--- src/rtl/carrierLoopPkg.sv ---
package carrierLoopPkg;

    ///////////////////////////////////////////////////////////////////////
    // Loop constants
    ///////////////////////////////////////////////////////////////////////

    // Width of the lead and lag accumulators, top 32 bits are the output.
    localparam int accumWidth = 40;

    ///////////////////////////////////////////////////////////////////////
    // Encodings
    ///////////////////////////////////////////////////////////////////////

    typedef enum logic [3:0] {
        modeAm         = 4'd0,
        modePm         = 4'd1,
        modeFm         = 4'd2,
        modePcmTrellis = 4'd3,
        modeMultiH     = 4'd4,
        mode2Fsk       = 4'd5,
        modeBpsk       = 4'd6,
        modeQpsk       = 4'd7,
        modeOqpsk      = 4'd8,
        modeSoqpsk     = 4'd9,
        modeAuqpsk     = 4'd10
    } demodModeT;

    // Byte offsets of the words inside the loop register space.
    typedef enum logic [4:0] {
        regControl   = 5'd0,
        regGains     = 5'd4,
        regLimit     = 5'd8,
        regSweepRate = 5'd12,
        regLock      = 5'd16,
        regLagAccum  = 5'd20
    } regOffsetT;

    ///////////////////////////////////////////////////////////////////////
    // Bundles
    ///////////////////////////////////////////////////////////////////////

    typedef struct packed {
        logic        invertError;
        logic        zeroError;
        logic        sweepEnable;
        logic        clearAccum;
        logic [4:0]  leadExp;
        logic [4:0]  lagExp;
        logic [31:0] limit;
        logic [31:0] sweepRate;
        logic [15:0] lockCount;
        logic [11:0] syncThreshold;
    } loopCtrlT;

    typedef struct packed {
        logic [31:0] freqOffset;
        logic [31:0] leadFreq;
        logic        freqEn;
    } loopOutT;

endpackage

--- src/rtl/carrierLoop.sv ---
`timescale 1ns/10ps

module carrierLoop
    import carrierLoopPkg::*;
#(
    parameter logic [11:0] regBase = 12'h100
) (
    input  logic        clk,
    input  logic        reset,
    input  logic [11:0] addr,
    input  logic [31:0] din,
    input  logic        wr0,
    input  logic        wr1,
    input  logic        wr2,
    input  logic        wr3,
    input  demodModeT   demodMode,
    input  logic        ddcSync,
    input  logic        resampSync,
    input  logic [11:0] phase,
    input  logic [11:0] freq,
    input  logic        highFreqOffset,
    input  logic [11:0] offsetError,
    input  logic        offsetErrorEn,
    output logic [31:0] dout,
    output logic [31:0] carrierFreqOffset,
    output logic [31:0] carrierLeadFreq,
    output logic        carrierFreqEn,
    output logic [11:0] loopError,
    output logic        carrierLock,
    output logic [15:0] lockCounter
);

    loopCtrlT    ctrl;
    loopOutT     loopOut;
    logic [31:0] lagAccumTop;
    logic        loopFilterEn;
    logic [11:0] modeError;
    logic        enableLock;

    loopRegs #(
        .regBase(regBase)
    ) regs (
        .clk(clk), .reset(reset),
        .addr(addr), .din(din),
        .wr0(wr0), .wr1(wr1), .wr2(wr2), .wr3(wr3),
        .lagAccumTop(lagAccumTop),
        .dout(dout),
        .ctrl(ctrl)
    );

    errorSelect errSel (
        .clk(clk),
        .demodMode(demodMode),
        .ddcSync(ddcSync), .resampSync(resampSync),
        .phase(phase), .freq(freq),
        .offsetError(offsetError), .offsetErrorEn(offsetErrorEn),
        .highFreqOffset(highFreqOffset),
        .ctrl(ctrl),
        .loopFilterEn(loopFilterEn),
        .loopError(loopError),
        .modeError(modeError),
        .enableLock(enableLock)
    );

    loopFilter filter (
        .clk(clk), .reset(reset),
        .loopFilterEn(loopFilterEn),
        .loopError(loopError),
        .highFreqOffset(highFreqOffset),
        .carrierLock(carrierLock),
        .ctrl(ctrl),
        .loopOut(loopOut),
        .lagAccumTop(lagAccumTop)
    );

    lockDetector lockDet (
        .clk(clk), .reset(reset),
        .loopFilterEn(loopFilterEn),
        .modeError(modeError),
        .enableLock(enableLock),
        .ctrl(ctrl),
        .carrierLock(carrierLock),
        .lockCounter(lockCounter)
    );

    assign carrierFreqOffset = loopOut.freqOffset;
    assign carrierLeadFreq   = loopOut.leadFreq;
    assign carrierFreqEn     = loopOut.freqEn;

endmodule

--- src/rtl/errorSelect.sv ---
`timescale 1ns/10ps

module errorSelect
    import carrierLoopPkg::*;
(
    input  logic        clk,
    input  demodModeT   demodMode,
    input  logic        ddcSync,
    input  logic        resampSync,
    input  logic [11:0] phase,
    input  logic [11:0] freq,
    input  logic [11:0] offsetError,
    input  logic        offsetErrorEn,
    input  logic        highFreqOffset,
    input  loopCtrlT    ctrl,
    output logic        loopFilterEn,
    output logic [11:0] loopError,
    output logic [11:0] modeError,
    output logic        enableLock
);

    logic        sync;
    logic        modeErrorEn;
    logic [11:0] qpskPhase;
    logic        breakLoop;

    // Rotate the QPSK constellation so the decision point sits at zero.
    assign qpskPhase = phase - 12'h200;

    always_comb begin
        sync        = ddcSync;
        modeError   = 12'h0;
        modeErrorEn = 1'b1;
        enableLock  = 1'b1;
        case (demodMode)
            modeAm: begin
                enableLock = 1'b0;
            end
            modePm: begin
                modeError = phase;
            end
            modeFm, modePcmTrellis, modeMultiH: begin
                modeError  = freq;
                enableLock = 1'b0;
            end
            mode2Fsk: begin
                sync        = resampSync;
                modeError   = offsetError;
                modeErrorEn = offsetErrorEn;
                enableLock  = 1'b0;
            end
            modeBpsk: begin
                modeError = {phase[10:0], 1'b1};
            end
            modeQpsk, modeOqpsk, modeSoqpsk, modeAuqpsk: begin
                modeError = {qpskPhase[9:0], 2'b10};
            end
            default: begin
                // Free running, every clock is a strobe.
                sync = 1'b1;
            end
        endcase
    end

    assign loopFilterEn = sync & modeErrorEn;

    // Open the loop while sweeping with a large frequency offset.
    assign breakLoop = ctrl.zeroError || (ctrl.sweepEnable && highFreqOffset);

    always_ff @(posedge clk) begin
        if (loopFilterEn) begin
            if (breakLoop) begin
                loopError <= 12'h0;
            end else if (ctrl.invertError) begin
                loopError <= ~modeError + 12'h1;
            end else begin
                loopError <= modeError;
            end
        end
    end

endmodule

--- src/rtl/lockDetector.sv ---
`timescale 1ns/10ps

module lockDetector
    import carrierLoopPkg::*;
(
    input  logic        clk,
    input  logic        reset,
    input  logic        loopFilterEn,
    input  logic [11:0] modeError,
    input  logic        enableLock,
    input  loopCtrlT    ctrl,
    output logic        carrierLock,
    output logic [15:0] lockCounter
);

    logic [11:0] absError;
    logic [11:0] absErrorReg;
    logic        errorHigh;

    assign absError = modeError[11] ? (~modeError + 12'h1) : modeError;

    always_ff @(posedge clk) begin
        if (loopFilterEn) begin
            absErrorReg <= absError;
        end
    end

    // Compare the magnitude captured at the previous strobe.
    assign errorHigh = absErrorReg > ctrl.syncThreshold;

    always_ff @(posedge clk) begin
        if (reset || !enableLock) begin
            lockCounter <= 16'h0;
            carrierLock <= 1'b1;
        end else if (loopFilterEn) begin
            if (errorHigh) begin
                // Counting down from zero wraps, so the loss point is 16'hFFFF - lockCount.
                if (lockCounter == (16'hFFFF - ctrl.lockCount)) begin
                    carrierLock <= 1'b0;
                    lockCounter <= 16'h0;
                end else begin
                    lockCounter <= lockCounter - 16'h1;
                end
            end else begin
                if (lockCounter == ctrl.lockCount) begin
                    carrierLock <= 1'b1;
                    lockCounter <= 16'h0;
                end else begin
                    lockCounter <= lockCounter + 16'h1;
                end
            end
        end
    end

endmodule

--- src/rtl/loopFilter.sv ---
`timescale 1ns/10ps

module loopFilter
    import carrierLoopPkg::*;
(
    input  logic        clk,
    input  logic        reset,
    input  logic        loopFilterEn,
    input  logic [11:0] loopError,
    input  logic        highFreqOffset,
    input  logic        carrierLock,
    input  loopCtrlT    ctrl,
    output loopOutT     loopOut,
    output logic [31:0] lagAccumTop
);

    typedef logic signed [accumWidth-1:0] accumT;

    // Bits below the 32-bit output word.
    localparam int fracBits = accumWidth - 32;

    accumT leadAccum;
    accumT lagAccum;
    logic  sweepUp;

    accumT                     errorExt;
    accumT                     sweepStep;
    accumT                     lagStep;
    logic signed [accumWidth:0] lagSum;
    logic signed [32:0]        sumTop;
    logic signed [32:0]        posLimit;
    logic signed [32:0]        negLimit;
    logic                      sweeping;
    logic                      overPos;
    logic                      underNeg;

    assign errorExt  = {{(accumWidth-12){loopError[11]}}, loopError};
    assign sweepStep = accumT'(ctrl.sweepRate) << fracBits;

    // Sweep only while the carrier is not held in sync.
    assign sweeping = ctrl.sweepEnable && !(carrierLock && !highFreqOffset);

    always_comb begin
        if (sweeping) begin
            lagStep = sweepUp ? sweepStep : -sweepStep;
        end else begin
            lagStep = errorExt <<< ctrl.lagExp;
        end
    end

    ///////////////////////////////////////////////////////////////////////
    // Clamp, compared in the top word against the limit register
    ///////////////////////////////////////////////////////////////////////

    assign lagSum   = lagAccum + lagStep;
    assign sumTop   = lagSum[accumWidth:fracBits];
    assign posLimit = {1'b0, ctrl.limit};
    assign negLimit = -posLimit;
    assign overPos  = sumTop > posLimit;
    assign underNeg = sumTop < negLimit;

    always_ff @(posedge clk) begin
        if (reset) begin
            leadAccum <= '0;
            lagAccum  <= '0;
            sweepUp   <= 1'b1;
        end else if (loopFilterEn) begin
            leadAccum <= errorExt <<< ctrl.leadExp;
            if (ctrl.clearAccum) begin
                lagAccum <= '0;
            end else if (overPos) begin
                lagAccum <= {ctrl.limit, {fracBits{1'b0}}};
            end else if (underNeg) begin
                lagAccum <= {negLimit[31:0], {fracBits{1'b0}}};
            end else begin
                lagAccum <= lagSum[accumWidth-1:0];
            end
            // Reverse the sweep at either end of the range.
            if (sweeping && !ctrl.clearAccum) begin
                if (overPos) begin
                    sweepUp <= 1'b0;
                end else if (underNeg) begin
                    sweepUp <= 1'b1;
                end
            end
        end
    end

    assign lagAccumTop        = lagAccum[accumWidth-1 -: 32];
    assign loopOut.freqOffset = lagAccum[accumWidth-1 -: 32];
    assign loopOut.leadFreq   = leadAccum[accumWidth-1 -: 32];
    assign loopOut.freqEn     = loopFilterEn;

endmodule

--- src/rtl/loopRegs.sv ---
`timescale 1ns/10ps

module loopRegs
    import carrierLoopPkg::*;
#(
    parameter logic [11:0] regBase = 12'h100
) (
    input  logic        clk,
    input  logic        reset,
    input  logic [11:0] addr,
    input  logic [31:0] din,
    input  logic        wr0,
    input  logic        wr1,
    input  logic        wr2,
    input  logic        wr3,
    input  logic [31:0] lagAccumTop,
    output logic [31:0] dout,
    output loopCtrlT    ctrl
);

    logic       inSpace;
    regOffsetT  offset;
    logic [3:0] byteEn;
    logic       wrEn;
    logic [31:0] regWord;
    logic [31:0] mergedWord;

    function automatic logic [31:0] mergeBytes(
        input logic [31:0] oldWord,
        input logic [31:0] newWord,
        input logic [3:0]  strobes
    );
        logic [31:0] result;
        result = oldWord;
        for (int i = 0; i < 4; i++) begin
            if (strobes[i]) begin
                result[8*i +: 8] = newWord[8*i +: 8];
            end
        end
        return result;
    endfunction

    // The space is 32 bytes, so the low 5 bits select the word.
    assign inSpace = (addr[11:5] == regBase[11:5]);
    assign offset  = regOffsetT'(addr[4:0]);
    assign byteEn  = {wr3, wr2, wr1, wr0};
    assign wrEn    = inSpace && (|byteEn);

    ///////////////////////////////////////////////////////////////////////
    // Readback
    ///////////////////////////////////////////////////////////////////////

    always_comb begin
        case (offset)
            regControl:   regWord = {28'h0, ctrl.clearAccum, ctrl.sweepEnable,
                                     ctrl.zeroError, ctrl.invertError};
            regGains:     regWord = {19'h0, ctrl.lagExp, 3'h0, ctrl.leadExp};
            regLimit:     regWord = ctrl.limit;
            regSweepRate: regWord = ctrl.sweepRate;
            regLock:      regWord = {4'h0, ctrl.syncThreshold, ctrl.lockCount};
            regLagAccum:  regWord = lagAccumTop;
            default:      regWord = 32'h0;
        endcase
    end

    assign dout       = inSpace ? regWord : 32'h0;
    assign mergedWord = mergeBytes(regWord, din, byteEn);

    ///////////////////////////////////////////////////////////////////////
    // Writes
    ///////////////////////////////////////////////////////////////////////

    always_ff @(posedge clk) begin
        if (reset) begin
            ctrl <= '0;
        end else if (wrEn) begin
            case (offset)
                regControl: begin
                    ctrl.invertError <= mergedWord[0];
                    ctrl.zeroError   <= mergedWord[1];
                    ctrl.sweepEnable <= mergedWord[2];
                    ctrl.clearAccum  <= mergedWord[3];
                end
                regGains: begin
                    ctrl.leadExp <= mergedWord[4:0];
                    ctrl.lagExp  <= mergedWord[12:8];
                end
                regLimit:     ctrl.limit     <= mergedWord;
                regSweepRate: ctrl.sweepRate <= mergedWord;
                regLock: begin
                    ctrl.lockCount     <= mergedWord[15:0];
                    ctrl.syncThreshold <= mergedWord[27:16];
                end
                // Accumulator readback and unused offsets ignore writes.
                default: ;
            endcase
        end
    end

endmodule

--- config.mk ---
export PLATFORM = sky130hd
export DESIGN_NAME = carrierLoop
export DESIGN_NICKNAME = d
export VERILOG_FILES = /design/src/rtl/carrierLoopPkg.sv /design/src/rtl/carrierLoop.sv /design/src/rtl/errorSelect.sv /design/src/rtl/lockDetector.sv /design/src/rtl/loopFilter.sv /design/src/rtl/loopRegs.sv
export SDC_FILE = /design/constraint.sdc
export NUM_CORES = 1
export LEC_CHECK = 0
export BUFFER_PORTS_ARGS = -buffer_cell sky130_fd_sc_hd__buf_2
export CORE_AREA = 2 2 198 200
export CTS_BUF_LIST = sky130_fd_sc_hd__clkbuf_4
export CTS_CLUSTER_DIAMETER = 50
export DETAILED_ROUTE_END_ITERATION = 10
export DIE_AREA = 0 0 200 202
export MAX_ROUTING_LAYER = met4
export PLACE_DENSITY = 0.69
export SYNTH_ARGS = -nofsm -noshare
export SYNTH_HDL_FRONTEND = slang
export SYNTH_SLANG_ARGS = --single-unit
export TNS_END_PERCENT = 30
--- constraint.sdc ---
create_clock -name clk -period 6.8 [get_ports clk]
set_input_delay 0 -clock clk [delete_from_list [all_inputs] [get_ports clk]]
set_output_delay 0 -clock clk [all_outputs]
set_load 0.01 [all_outputs]
=== After elaboration in Yosys (flattened, before gate mapping) ===
Cells that the tools add are included.

* Input bits: 94
* Output and inout port bits: 126
* Register bits after elaboration: 228
* Word-level logic and storage cells: 102

* Add/sub/neg operators: 8
* Shift-type cells: 2
* Equality and inequality tests: 19
* Magnitude comparators: 3
* Bitwise gates (word level): 2
* Reductions and logical operators: 26
* Multiplexer cells: 24

{| class="wikitable"
|+ Operators by type and width
! kind !! count
|-
| 2-to-1 mux 40 bit || 5
|-
| one-hot mux 32 bit (6 select lines) || 1
|-
| <<< shifter 12 x 5 -> 40 bit || 2
|-
| one-hot mux 12 bit (5 select lines) || 1
|-
| 2-to-1 mux 16 bit || 3
|-
| adder 40 x 40 -> 41 bit || 1
|-
| negation 40 bit || 1
|-
| > comparator 33 bit || 1
|-
| < comparator 33 bit || 1
|-
| negation 32 -> 33 bit || 1
|-
| == test 16 bit || 2
|-
| 2-to-1 mux 32 bit || 1
|-
| 2-to-1 mux 8 bit || 4
|-
| adder 16 x 1 -> 16 bit, second input constant || 1
|-
| == test 4 x 3 -> 1 bit, second input constant || 4
|-
| subtractor 16 x 1 -> 16 bit, second input constant || 1
|-
| subtractor 16 bit, first input constant || 1
|-
| adder 12 x 1 -> 12 bit, second input constant || 1
|-
| == test 4 bit, second input constant || 3
|-
| > comparator 12 bit || 1
|-
| 2-to-1 mux 12 bit || 1
|-
| NOT 12 bit || 1
|-
| 2-to-1 mux 11 bit || 1
|-
| == test 5 x 4 -> 1 bit, second input constant || 2
|-
| 22 further kinds || 43
|}

=== Logic depth before layout (Yosys ltp) ===
Gate-level depths: netlist of the first run.

* Depth in word-level cells: 10
* Depth in mapped cells: 32
* Gate-level depth less buffers: 29

=== By module ===
A second synthesis of the first run with hierarchy kept.

* Cell total of the unflattened synthesis: 2,565
* Area total of the unflattened synthesis: 19,901.6 sq um

{| class="wikitable"
|+ Modules (own cells, without submodules)
! module !! cells each !! area an instance (sq um) !! instances !! sequential area each (sq um)
|-
| loopFilter || 1,444 || 10,438.8 || 1 || 1,461.4
|-
| loopRegs || 633 || 5,461.5 || 1 || 2,122.0
|-
| lockDetector || 300 || 2,449.8 || 1 || 700.7
|-
| errorSelect || 188 || 1,551.5 || 1 || 360.3
|}

=== Least setup slack after synthesis of the first run ===
No wires, ideal clock.

* Path type: register to register
* Start: reg regs.ctrl[93] (netlist name)
* End: reg filter.lagAccum[20]
* Period minus slack after synthesis: 6.176 ns
* Cell stages (with the launch flop): 27
* Required time: 6.720 ns
* Setup slack: 0.624 ns
* Data arrival time: 6.096 ns
* Library setup time: 0.080 ns
* Path buffers: 4
* Path through: dfxtp_1 -> buf_1 -> clkbuf_1 -> or4b_2 -> nor2_1 -> ha_1 -> inv_1 -> fa_1 -> nand2b_1 -> a21oi_1 -> o211ai_1 -> a31oi_1 -> a31oi_1 -> o21ai_0 -> xor2_1 -> ha_1 -> a21o_1 -> a21o_1 -> a2111oi_0 -> a21oi_1 -> a21oi_1 -> and2_1 -> clkbuf_1 -> clkbuf_1 -> nand2_1 -> a211o_1 -> o211ai_1

* Word-level cells in the longest chain between the ends: 7
* Elaborated cells between the ends (all ways): 8
* Classes of those cells: add/sub: 1; order compare: 2; shift: 1; mux: 4

{| class="wikitable"
|+ RTL lines
! item !! line !! RTL
|-
| <<< shifter 12 x 5 -> 40 bit * || loopFilter.sv:47 || <nowiki>lagStep = errorExt <<< ctrl.lagExp;</nowiki>
|-
| 2-to-1 mux 40 bit * || loopFilter.sv:44 || <nowiki>if (sweeping) begin</nowiki>
|-
| adder 40 x 40 -> 41 bit * || loopFilter.sv:55 || <nowiki>assign lagSum = lagAccum + lagStep;</nowiki>
|-
| < comparator 33 bit || loopFilter.sv:60 || <nowiki>assign underNeg = sumTop < negLimit;</nowiki>
|-
| 2-to-1 mux 40 bit || loopFilter.sv:73 || <nowiki>end else if (underNeg) begin</nowiki>
|-
| 2-to-1 mux 40 bit * || loopFilter.sv:71 || <nowiki>end else if (overPos) begin</nowiki>
|-
| 2-to-1 mux 40 bit * || loopFilter.sv:69 || <nowiki>if (ctrl.clearAccum) begin</nowiki>
|-
| to (signal assigned) || loopFilter.sv:72 || <nowiki>lagAccum <= {ctrl.limit, {fracBits{1'b0}}};</nowiki>
|-
| to (signal assigned) || loopFilter.sv:74 || <nowiki>lagAccum <= {negLimit[31:0], {fracBits{1'b0}}};</nowiki>
|-
| to (signal assigned) || loopFilter.sv:76 || <nowiki>lagAccum <= lagSum[accumWidth-1:0];</nowiki>
|-
| to (decl) || loopFilter.sv:23 || <nowiki>accumT lagAccum;</nowiki>
|}

Mark *: on every way between the ends. The rest lies on a longest branch, timed or not.
A chain may end at the register's enable or synchronous reset.

=== Worst setup path in the final report of the first run ===
* Start: reg errSel.loopError[7]
* End: reg filter.lagAccum[16]

* Word-level cells in the longest chain between the ends: 7
* Elaborated cells between the ends (all ways): 8
* Classes of those cells: add/sub: 1; order compare: 2; shift: 1; mux: 4

{| class="wikitable"
|+ RTL lines
! item !! line !! RTL
|-
| from (decl) || errorSelect.sv:17 || <nowiki>output logic [11:0] loopError,</nowiki>
|-
| from (signal assigned) || errorSelect.sv:75 || <nowiki>loopError <= ~modeError + 12'h1;</nowiki>
|-
| from (signal assigned) || errorSelect.sv:77 || <nowiki>loopError <= modeError;</nowiki>
|-
| <<< shifter 12 x 5 -> 40 bit * || loopFilter.sv:47 ||
|-
| 2-to-1 mux 40 bit * || loopFilter.sv:44 ||
|-
| adder 40 x 40 -> 41 bit * || loopFilter.sv:55 ||
|-
| < comparator 33 bit || loopFilter.sv:60 ||
|-
| 2-to-1 mux 40 bit || loopFilter.sv:73 ||
|-
| 2-to-1 mux 40 bit * || loopFilter.sv:71 ||
|-
| 2-to-1 mux 40 bit * || loopFilter.sv:69 ||
|}

Marked as above.

==> results of run 1 <==
-- flip-flops by register name, summed over array words and instances (netlist names) --
signal,cells
errSel.loopError,12
filter.lagAccum,40
filter.leadAccum,32
filter.sweepUp,1
lockDet.absErrorReg,12
lockDet.carrierLock,1
lockDet.lockCounter,16
regs.ctrl,106
-- layout make-up --
type	instances	area [um2]
antenna	2	5.00
clock buffer	96	721
clock inverter	16	124
fill	3547	15700
inverter	122	458
multi-input combinational	2034	13100
sequential	220	4650
tap	518	648
timing repair buffer	430	2920
-- critical path: cells and delay by family (launching register included) --
kind | cells | cell delay, ns
simple gates | 6 | 1.08
fa+ha+maj | 2 | 0.69
xor+xnor | 1 | 0.22
buf+inv | 3 | 0.53
flops | 1 | 0.46
mux | 3 | 0.95
compound gates | 11 | 2.55
-- per-layer routing --
metal	global-route usage	part of all wire	wire (um)
met1	0.471	0.41	30600
met2	0.586	0.46	34400
met3	0.0596	0.082	6120
met4	0.161	0.047	3480
met5	-	0	0
-- Yosys cell counts (35+ instances only) --
master    number
a211oi_1      40
a21oi_1      282
clkbuf_1     149
dfxtp_1      196
ha_1         126
inv_1        117
mux2i_1      119
nand2_1      320
nand3_1       50
nor2_1       292
nor3_1        69
o21ai_0       87
o22ai_1       35
xnor2_1       98
-- logic make-up (layout without fill, tap and decap cells) --
logic type / Yosys count / in the layout / share of synthesized area
AO/OA/AOI/OAI: 710 / 710 / 0.240
XOR/XNOR: 131 / 131 / 0.0607
adder cells (fa/ha/maj): 127 / 127 / 0.0844
buffers and inverters: 322 / 664 / 0.0709
flip-flops: 220 / 220 / 0.246
multiplexers: 137 / 137 / 0.0757
other: 0 / 2 / 0
AND/OR/NAND/NOR: 929 / 929 / 0.223
-- power breakdown --
part	switching, mW	leakage, nW	total, mW	internal (mW)
combinational	2.52	7.05	4.31	1.78
sequential	0.309	1.84	1.79	1.48
clock	0.641	0.496	1.36	0.721
-- metrics by stage --
stage	utilization	power, mW	hold slack, ns	std cells
floorplan	-	4.35	0.220	2576
global placement	0.542	5.84	0.303	3235
detailed placement	0.542	5.89	0.309	3235
CTS	0.587	7.32	0.00275	3433
global route	0.591	7.93	0.0305	3438
finish	0.591	7.46	0.0458	3438
-- timing repair --
action	in CTS	in global routing
hold buffers	86	0
setup endpoints to repair	2	41
buffers inserted	0	3
pin swaps	0	6
resized for setup	1	36
hold endpoints to repair	163	0
-- how the worst max path moves through the flow --
stage / start / to
after floorplan: regs.ctrl[93]$_SDFFE_PP0P_ / filter.lagAccum[20]$_SDFFE_PP0P_
after global placement: regs.ctrl[93]$_SDFFE_PP0P_ / filter.lagAccum[10]$_SDFFE_PP0P_
final: errSel.loopError[7]$_SDFFCE_PP0P_ / filter.lagAccum[16]$_SDFFE_PP0P_
after detailed placement: regs.ctrl[93]$_SDFFE_PP0P_ / filter.lagAccum[10]$_SDFFE_PP0P_
after global routing: regs.ctrl[41]$_SDFFE_PP0P_ / filter.lagAccum[34]$_SDFFE_PP0P_
after CTS: regs.ctrl[93]$_SDFFE_PP0P_ / filter.lagAccum[10]$_SDFFE_PP0P_
==> flow_summary.json, run 1 <==
{
  "fin_skew_ns": 0.0495,
  "setup-tns-final_ns": 0,
  "die_w_um": 200,
  "io_pins": 220,
  "cpMostUsedCell": "mux2_2",
  "clock-sinks": 220,
  "slowest_delay_ns": 0.46,
  "die-area_mm2": 0.0404,
  "dp_hpwl_um": 56600,
  "fin_area_mm2": 0.0226,
  "syn_inst": 2576,
  "grt-ovfl-total": 0,
  "fin_crit_ns": 6.58,
  "end_kind": "flip-flop",
  "grt_start_max_net_pins": 76,
  "syn_nets": 2797,
  "slew_headroom": 0.111,
  "holdPathEnd": "lockDet.absErrorReg[8]$_DFFE_PP_",
  "gp_congestion": 1.02,
  "routedWlPerCell_um": 21.7,
  "wl_um": 74600,
  "numPortBuffers": 219,
  "initialDrtViolationCount": 1999,
  "worstPathArrival_ns": 7.25,
  "async_flop_share": 0,
  "status": "finished clean",
  "synth_cell_types": 88,
  "dpl_worst_slack_ns": 0.0174,
  "yosys_warnings": 0,
  "synth_top_cell_by_area": "dfxtp_1",
  "critPathKind": "reg2reg",
  "vias": 21000,
  "startpoint_type": "flip-flop",
  "postRouteAntennaNets": 0,
  "clock.fmax_mhz": 152,
  "yosys-top-cells-area": "dfxtp_1 21%, ha_1 8.3%, a21oi_1 7.5%",
  "synth_top_area_frac": 0.208,
  "synth-seq-area-share": 0.246,
  "area_growth_pct": 19.7,
  "rsz0062_at_grt": "yes",
  "clock_latency_ns": 0.77,
  "antenna_found_initial": 4,
  "nNetsFinal": 3095,
  "final_common_cell": "nand2_1",
  "reg2reg_from": "errSel.loopError[7]$_SDFFCE_PP0P_",
  "firstDrtPassIters": 6,
  "tightest_slew_ns": 1.33,
  "maxCapViolCount": 0,
  "die_h_um": 202,
  "crit_slowest_cell": "edfxtp_1",
  "grt_pass1_wl_um": 113000,
  "cts_root_buffer": "clkbuf_4",
  "hp-class": "in2reg",
  "fin_crit_sh": 0.968,
  "grt_pass1_vias": 19700,
  "hold_viol_final": 0,
  "grt_usage": 0.372,
  "r2r_setup_slack_ns": 0.22,
  "worst-path-max-fanout": 10,
  "mostFrequentLayoutCells": "319 x nand2_1, 290 x nor2_1, 282 x a21oi_1, 218 x buf_2, 193 x dfxtp_1",
  "p_per_area_mw_per_mm2": 330,
  "maxSlewViolCount": 0,
  "required_ns": 7.47,
  "setup_ws_ns": 0.217,
  "synth_enable_flop_cells": 24,
  "setup_viol": 0,
  "ff2ff_path_depth": 26,
  "synth_area_per_cell_um2": 7.34,
  "design.core.area_mm2": 0.0383,
  "p_leak_nw": 9.39,
  "viasPerCell": 6.10,
  "syn_area_mm2": 0.0189,
  "cts_tree": "yes",
  "drc": 0,
  "ctsHtreeMaxLevel": 3,
  "layout-drive-gt1-share": 0.179,
  "clockBufferDepth": 3,
  "hold_depth": 6,
  "clkTransAtPathRegs_ns": 0.07,
  "min-delay-start": "offsetError[7]",
  "synth_flop_cell": "dfxtp_1",
  "start_util": 0.494,
  "post_dp_cell_area_mm2": 0.0208,
  "peakVddDrop_mv": 0.228,
  "r2r_end": "filter.lagAccum[16]$_SDFFE_PP0P_",
  "synth_seq_cells": 220,
  "rows": 72,
  "cts_made_buffers": 66
}
(Power assumes the default switching activity.)
==> inputs of run 2 (changes only) <==
--- a/config.mk
+++ b/config.mk
@@ -5,14 +5,14 @@
 export SDC_FILE = /design/constraint.sdc
 export NUM_CORES = 1
 export LEC_CHECK = 0
-export BUFFER_PORTS_ARGS = -buffer_cell sky130_fd_sc_hd__buf_2
 export CORE_AREA = 2 2 198 200
 export CTS_BUF_LIST = sky130_fd_sc_hd__clkbuf_4
 export CTS_CLUSTER_DIAMETER = 50
 export DETAILED_ROUTE_END_ITERATION = 10
 export DIE_AREA = 0 0 200 202
+export DONT_BUFFER_PORTS = 1
 export MAX_ROUTING_LAYER = met4
-export PLACE_DENSITY = 0.69
+export PLACE_DENSITY_LB_ADDON = 0.12
 export SYNTH_ARGS = -nofsm -noshare
 export SYNTH_HDL_FRONTEND = slang
 export SYNTH_SLANG_ARGS = --single-unit
==> constraint.sdc (replaced) <==
create_clock -name clk -period 7.4 [get_ports clk]
set_input_delay 0 -clock clk [delete_from_list [all_inputs] [get_ports clk]]
set_output_delay 0 -clock clk [all_outputs]
set_load 0.01 [all_outputs]
==> flow_summary.json, run 2 (synthesis results as in run 1) <==
{
  "design.core.area_mm2": 0.0383,
  "firstDrtPassIters": 9,
  "reg.largest.list": "regs.ctrl x106, filter.lagAccum x40, filter.leadAccum x32",
  "clockBufferDepth": 3,
  "slew_headroom": 0.147,
  "mostFrequentLayoutCells": "319 x nand2_1, 291 x nor2_1, 282 x a21oi_1, 194 x dfxtp_1, 126 x ha_1",
  "hold_viol_final": 0,
  "hold_slack_ns": 0.0585,
  "wl_met2_um": 33000,
  "routedWlPerCell_um": 22.8,
  "maxSlewViolCount": 0,
  "startpoint_type": "flip-flop",
  "dp_hpwl_um": 54100,
  "die-area_mm2": 0.0404,
  "drt-met1-wl_um": 30100,
  "status": "finished clean",
  "ff2ff_path_depth": 24,
  "peakVddDrop_mv": 0.173,
  "rsz0062_at_grt": "no",
  "min-delay-start": "phase[10]",
  "p_per_area_mw_per_mm2": 308,
  "critPathKind": "reg2reg",
  "grt_usage": 0.366,
  "grt_pass1_vias": 18800,
  "fin_crit_sh": 0.941,
  "cts_made_buffers": 67,
  "area_growth_pct": 12.0,
  "start_util": 0.494,
  "rows": 72,
  "nNetsFinal": 2829,
  "setup-tns-final_ns": 0,
  "p_leak_nw": 8.11,
  "cts_root_buffer": "clkbuf_4",
  "top_layer_used": "met4",
  "ctsHtreeMaxLevel": 3,
  "die_w_um": 200,
  "fin_crit_ns": 6.96,
  "antenna_found_initial": 5,
  "grt-ovfl-total": 0,
  "postRouteAntennaNets": 0,
  "grt_pass1_wl_um": 111000,
  "viasPerCell": 6.21,
  "final_common_cell": "nand2_1",
  "clkTransAtPathRegs_ns": 0.07,
  "finalPower_mw": 6.53,
  "numPortBuffers": 0,
  "holdPathEnd": "errSel.loopError[11]$_SDFFCE_PP0P_",
  "setup_viol": 0,
  "r2r_end": "filter.lagAccum[19]$_SDFFE_PP0P_",
  "clock_latency_ns": 0.79,
  "end_kind": "flip-flop",
  "die_h_um": 202,
  "grt_start_max_net_pins": 152,
  "drc": 0,
  "largest_reg_flops": 106,
  "required_ns": 8.05,
  "wl_um": 72600,
  "worstPathArrival_ns": 7.61,
  "cts_tree": "yes",
  "gp_congestion": 0.977,
  "worst-path-max-fanout": 23,
  "clock.fmax_mhz": 144,
  "tightest_slew_ns": 1.28,
  "hp-class": "in2reg",
  "post_dp_cell_area_mm2": 0.0192,
  "met3_length_um": 6900,
  "maxCapViolCount": 0,
  "fin_area_mm2": 0.0212,
  "initialDrtViolationCount": 1682,
  "setup_ws_ns": 0.438,
  "layout-drive-gt1-share": 0.0852,
  "top_register": "regs.ctrl",
  "hold_depth": 5,
  "dpl_worst_slack_ns": 0.271,
  "nFillCells": 3700,
  "reg2reg_from": "regs.ctrl[94]$_SDFFE_PP0P_",
  "fin_skew_ns": 0.0774,
  "io_pins": 220,
  "r2r_setup_slack_ns": 0.44,
  "clock-sinks": 220,
  "vias": 19700
}
[run 2: changes by cell type in the layout (fill, tap and decap cells not counted), sizes merged]
| cell | delta |
|---|---|
| clkbuf | +1 |
| inv | +2 |
| buf | -282 |
| clkinvlp | -1 |
| bufinv | +1 |
| dlygate4sd3 | +15 |
| clkinv | -1 |
| diode | +4 |
[run 2: layer usage]
metal  vias to the layer above  track usage
met2                       999        0.563
met3                       157       0.0829
met5                         -            -
met4                         0        0.144
met1                      9266        0.466
li1                       9318            -
[run 2: worst max path at each step]
stage | slack (ns) | end | depth (start not counted) | start
global placement | 0.35 | filter.lagAccum[19]$_SDFFE_PP0P_ | 27 | regs.ctrl[93]$_SDFFE_PP0P_
global route | 0.02 | filter.lagAccum[19]$_SDFFE_PP0P_ | 31 | regs.ctrl[30]$_SDFFE_PP0P_
finish | 0.44 | filter.lagAccum[19]$_SDFFE_PP0P_ | 24 | regs.ctrl[94]$_SDFFE_PP0P_
CTS | 0.21 | filter.lagAccum[19]$_SDFFE_PP0P_ | 27 | regs.ctrl[93]$_SDFFE_PP0P_
floorplan | 1.22 | filter.lagAccum[20]$_SDFFE_PP0P_ | 26 | regs.ctrl[93]$_SDFFE_PP0P_
detailed placement | 0.27 | filter.lagAccum[19]$_SDFFE_PP0P_ | 27 | regs.ctrl[93]$_SDFFE_PP0P_
[run 2: layout make-up]
class	instances	area, um2	share of cell area
multi-input combinational	2034	13000	0.614
sequential	220	4650	0.219
timing repair buffer	163	1530	0.0722
clock buffer	97	728	0.0344
tap	518	648	0.0306
inverter	122	458	0.0216
clock inverter	17	151	0.00715
antenna	6	15.0	0.000709
[run 2: timing repair]
action / 4_1_cts / 5_1_grt
hold endpoints to repair: 219 / 0
gates resized for setup: 0 / 11
endpoints found under the setup margin: 0 / 40
buffers inserted: 0 / 2
hold buffers: 103 / 0
[run 2: power by group]
group / switching (mW) / leakage (nW) / total, mW / internal, mW
clock: 0.595 / 0.517 / 1.30 / 0.704
combinational: 2.11 / 5.75 / 3.51 / 1.40
sequential: 0.363 / 1.84 / 1.73 / 1.36
[run 2: through the flow]
stage,instances,utilization
after global routing,3176,0.553
after CTS,3169,0.551
after detailed placement,2952,0.500
after global placement,2952,0.500
after floorplan,2576,-
final,3177,0.553
[run 2: worst max-delay path, stage by stage (launching register included)]
cell and delay (ns):
dfxtp_1 0.58, or4b_2 0.80, nor2_1 0.27, ha_1 0.26, inv_1 0.06, fa_1 0.39
nand2b_1 0.18, a21oi_1 0.32, o211ai_1 0.21, a31oi_1 0.37, a31oi_1 0.16, buf_4 0.17
or3_1 0.37, a31oi_1 0.43, ha_1 0.34, nand2_1 0.11, nor2_1 0.05, a2111oi_0 0.35
o21ai_1 0.22, o21a_1 0.24, nand2_1 0.22, buf_4 0.26, buf_4 0.14, o211ai_1 0.08
a32o_1 0.25
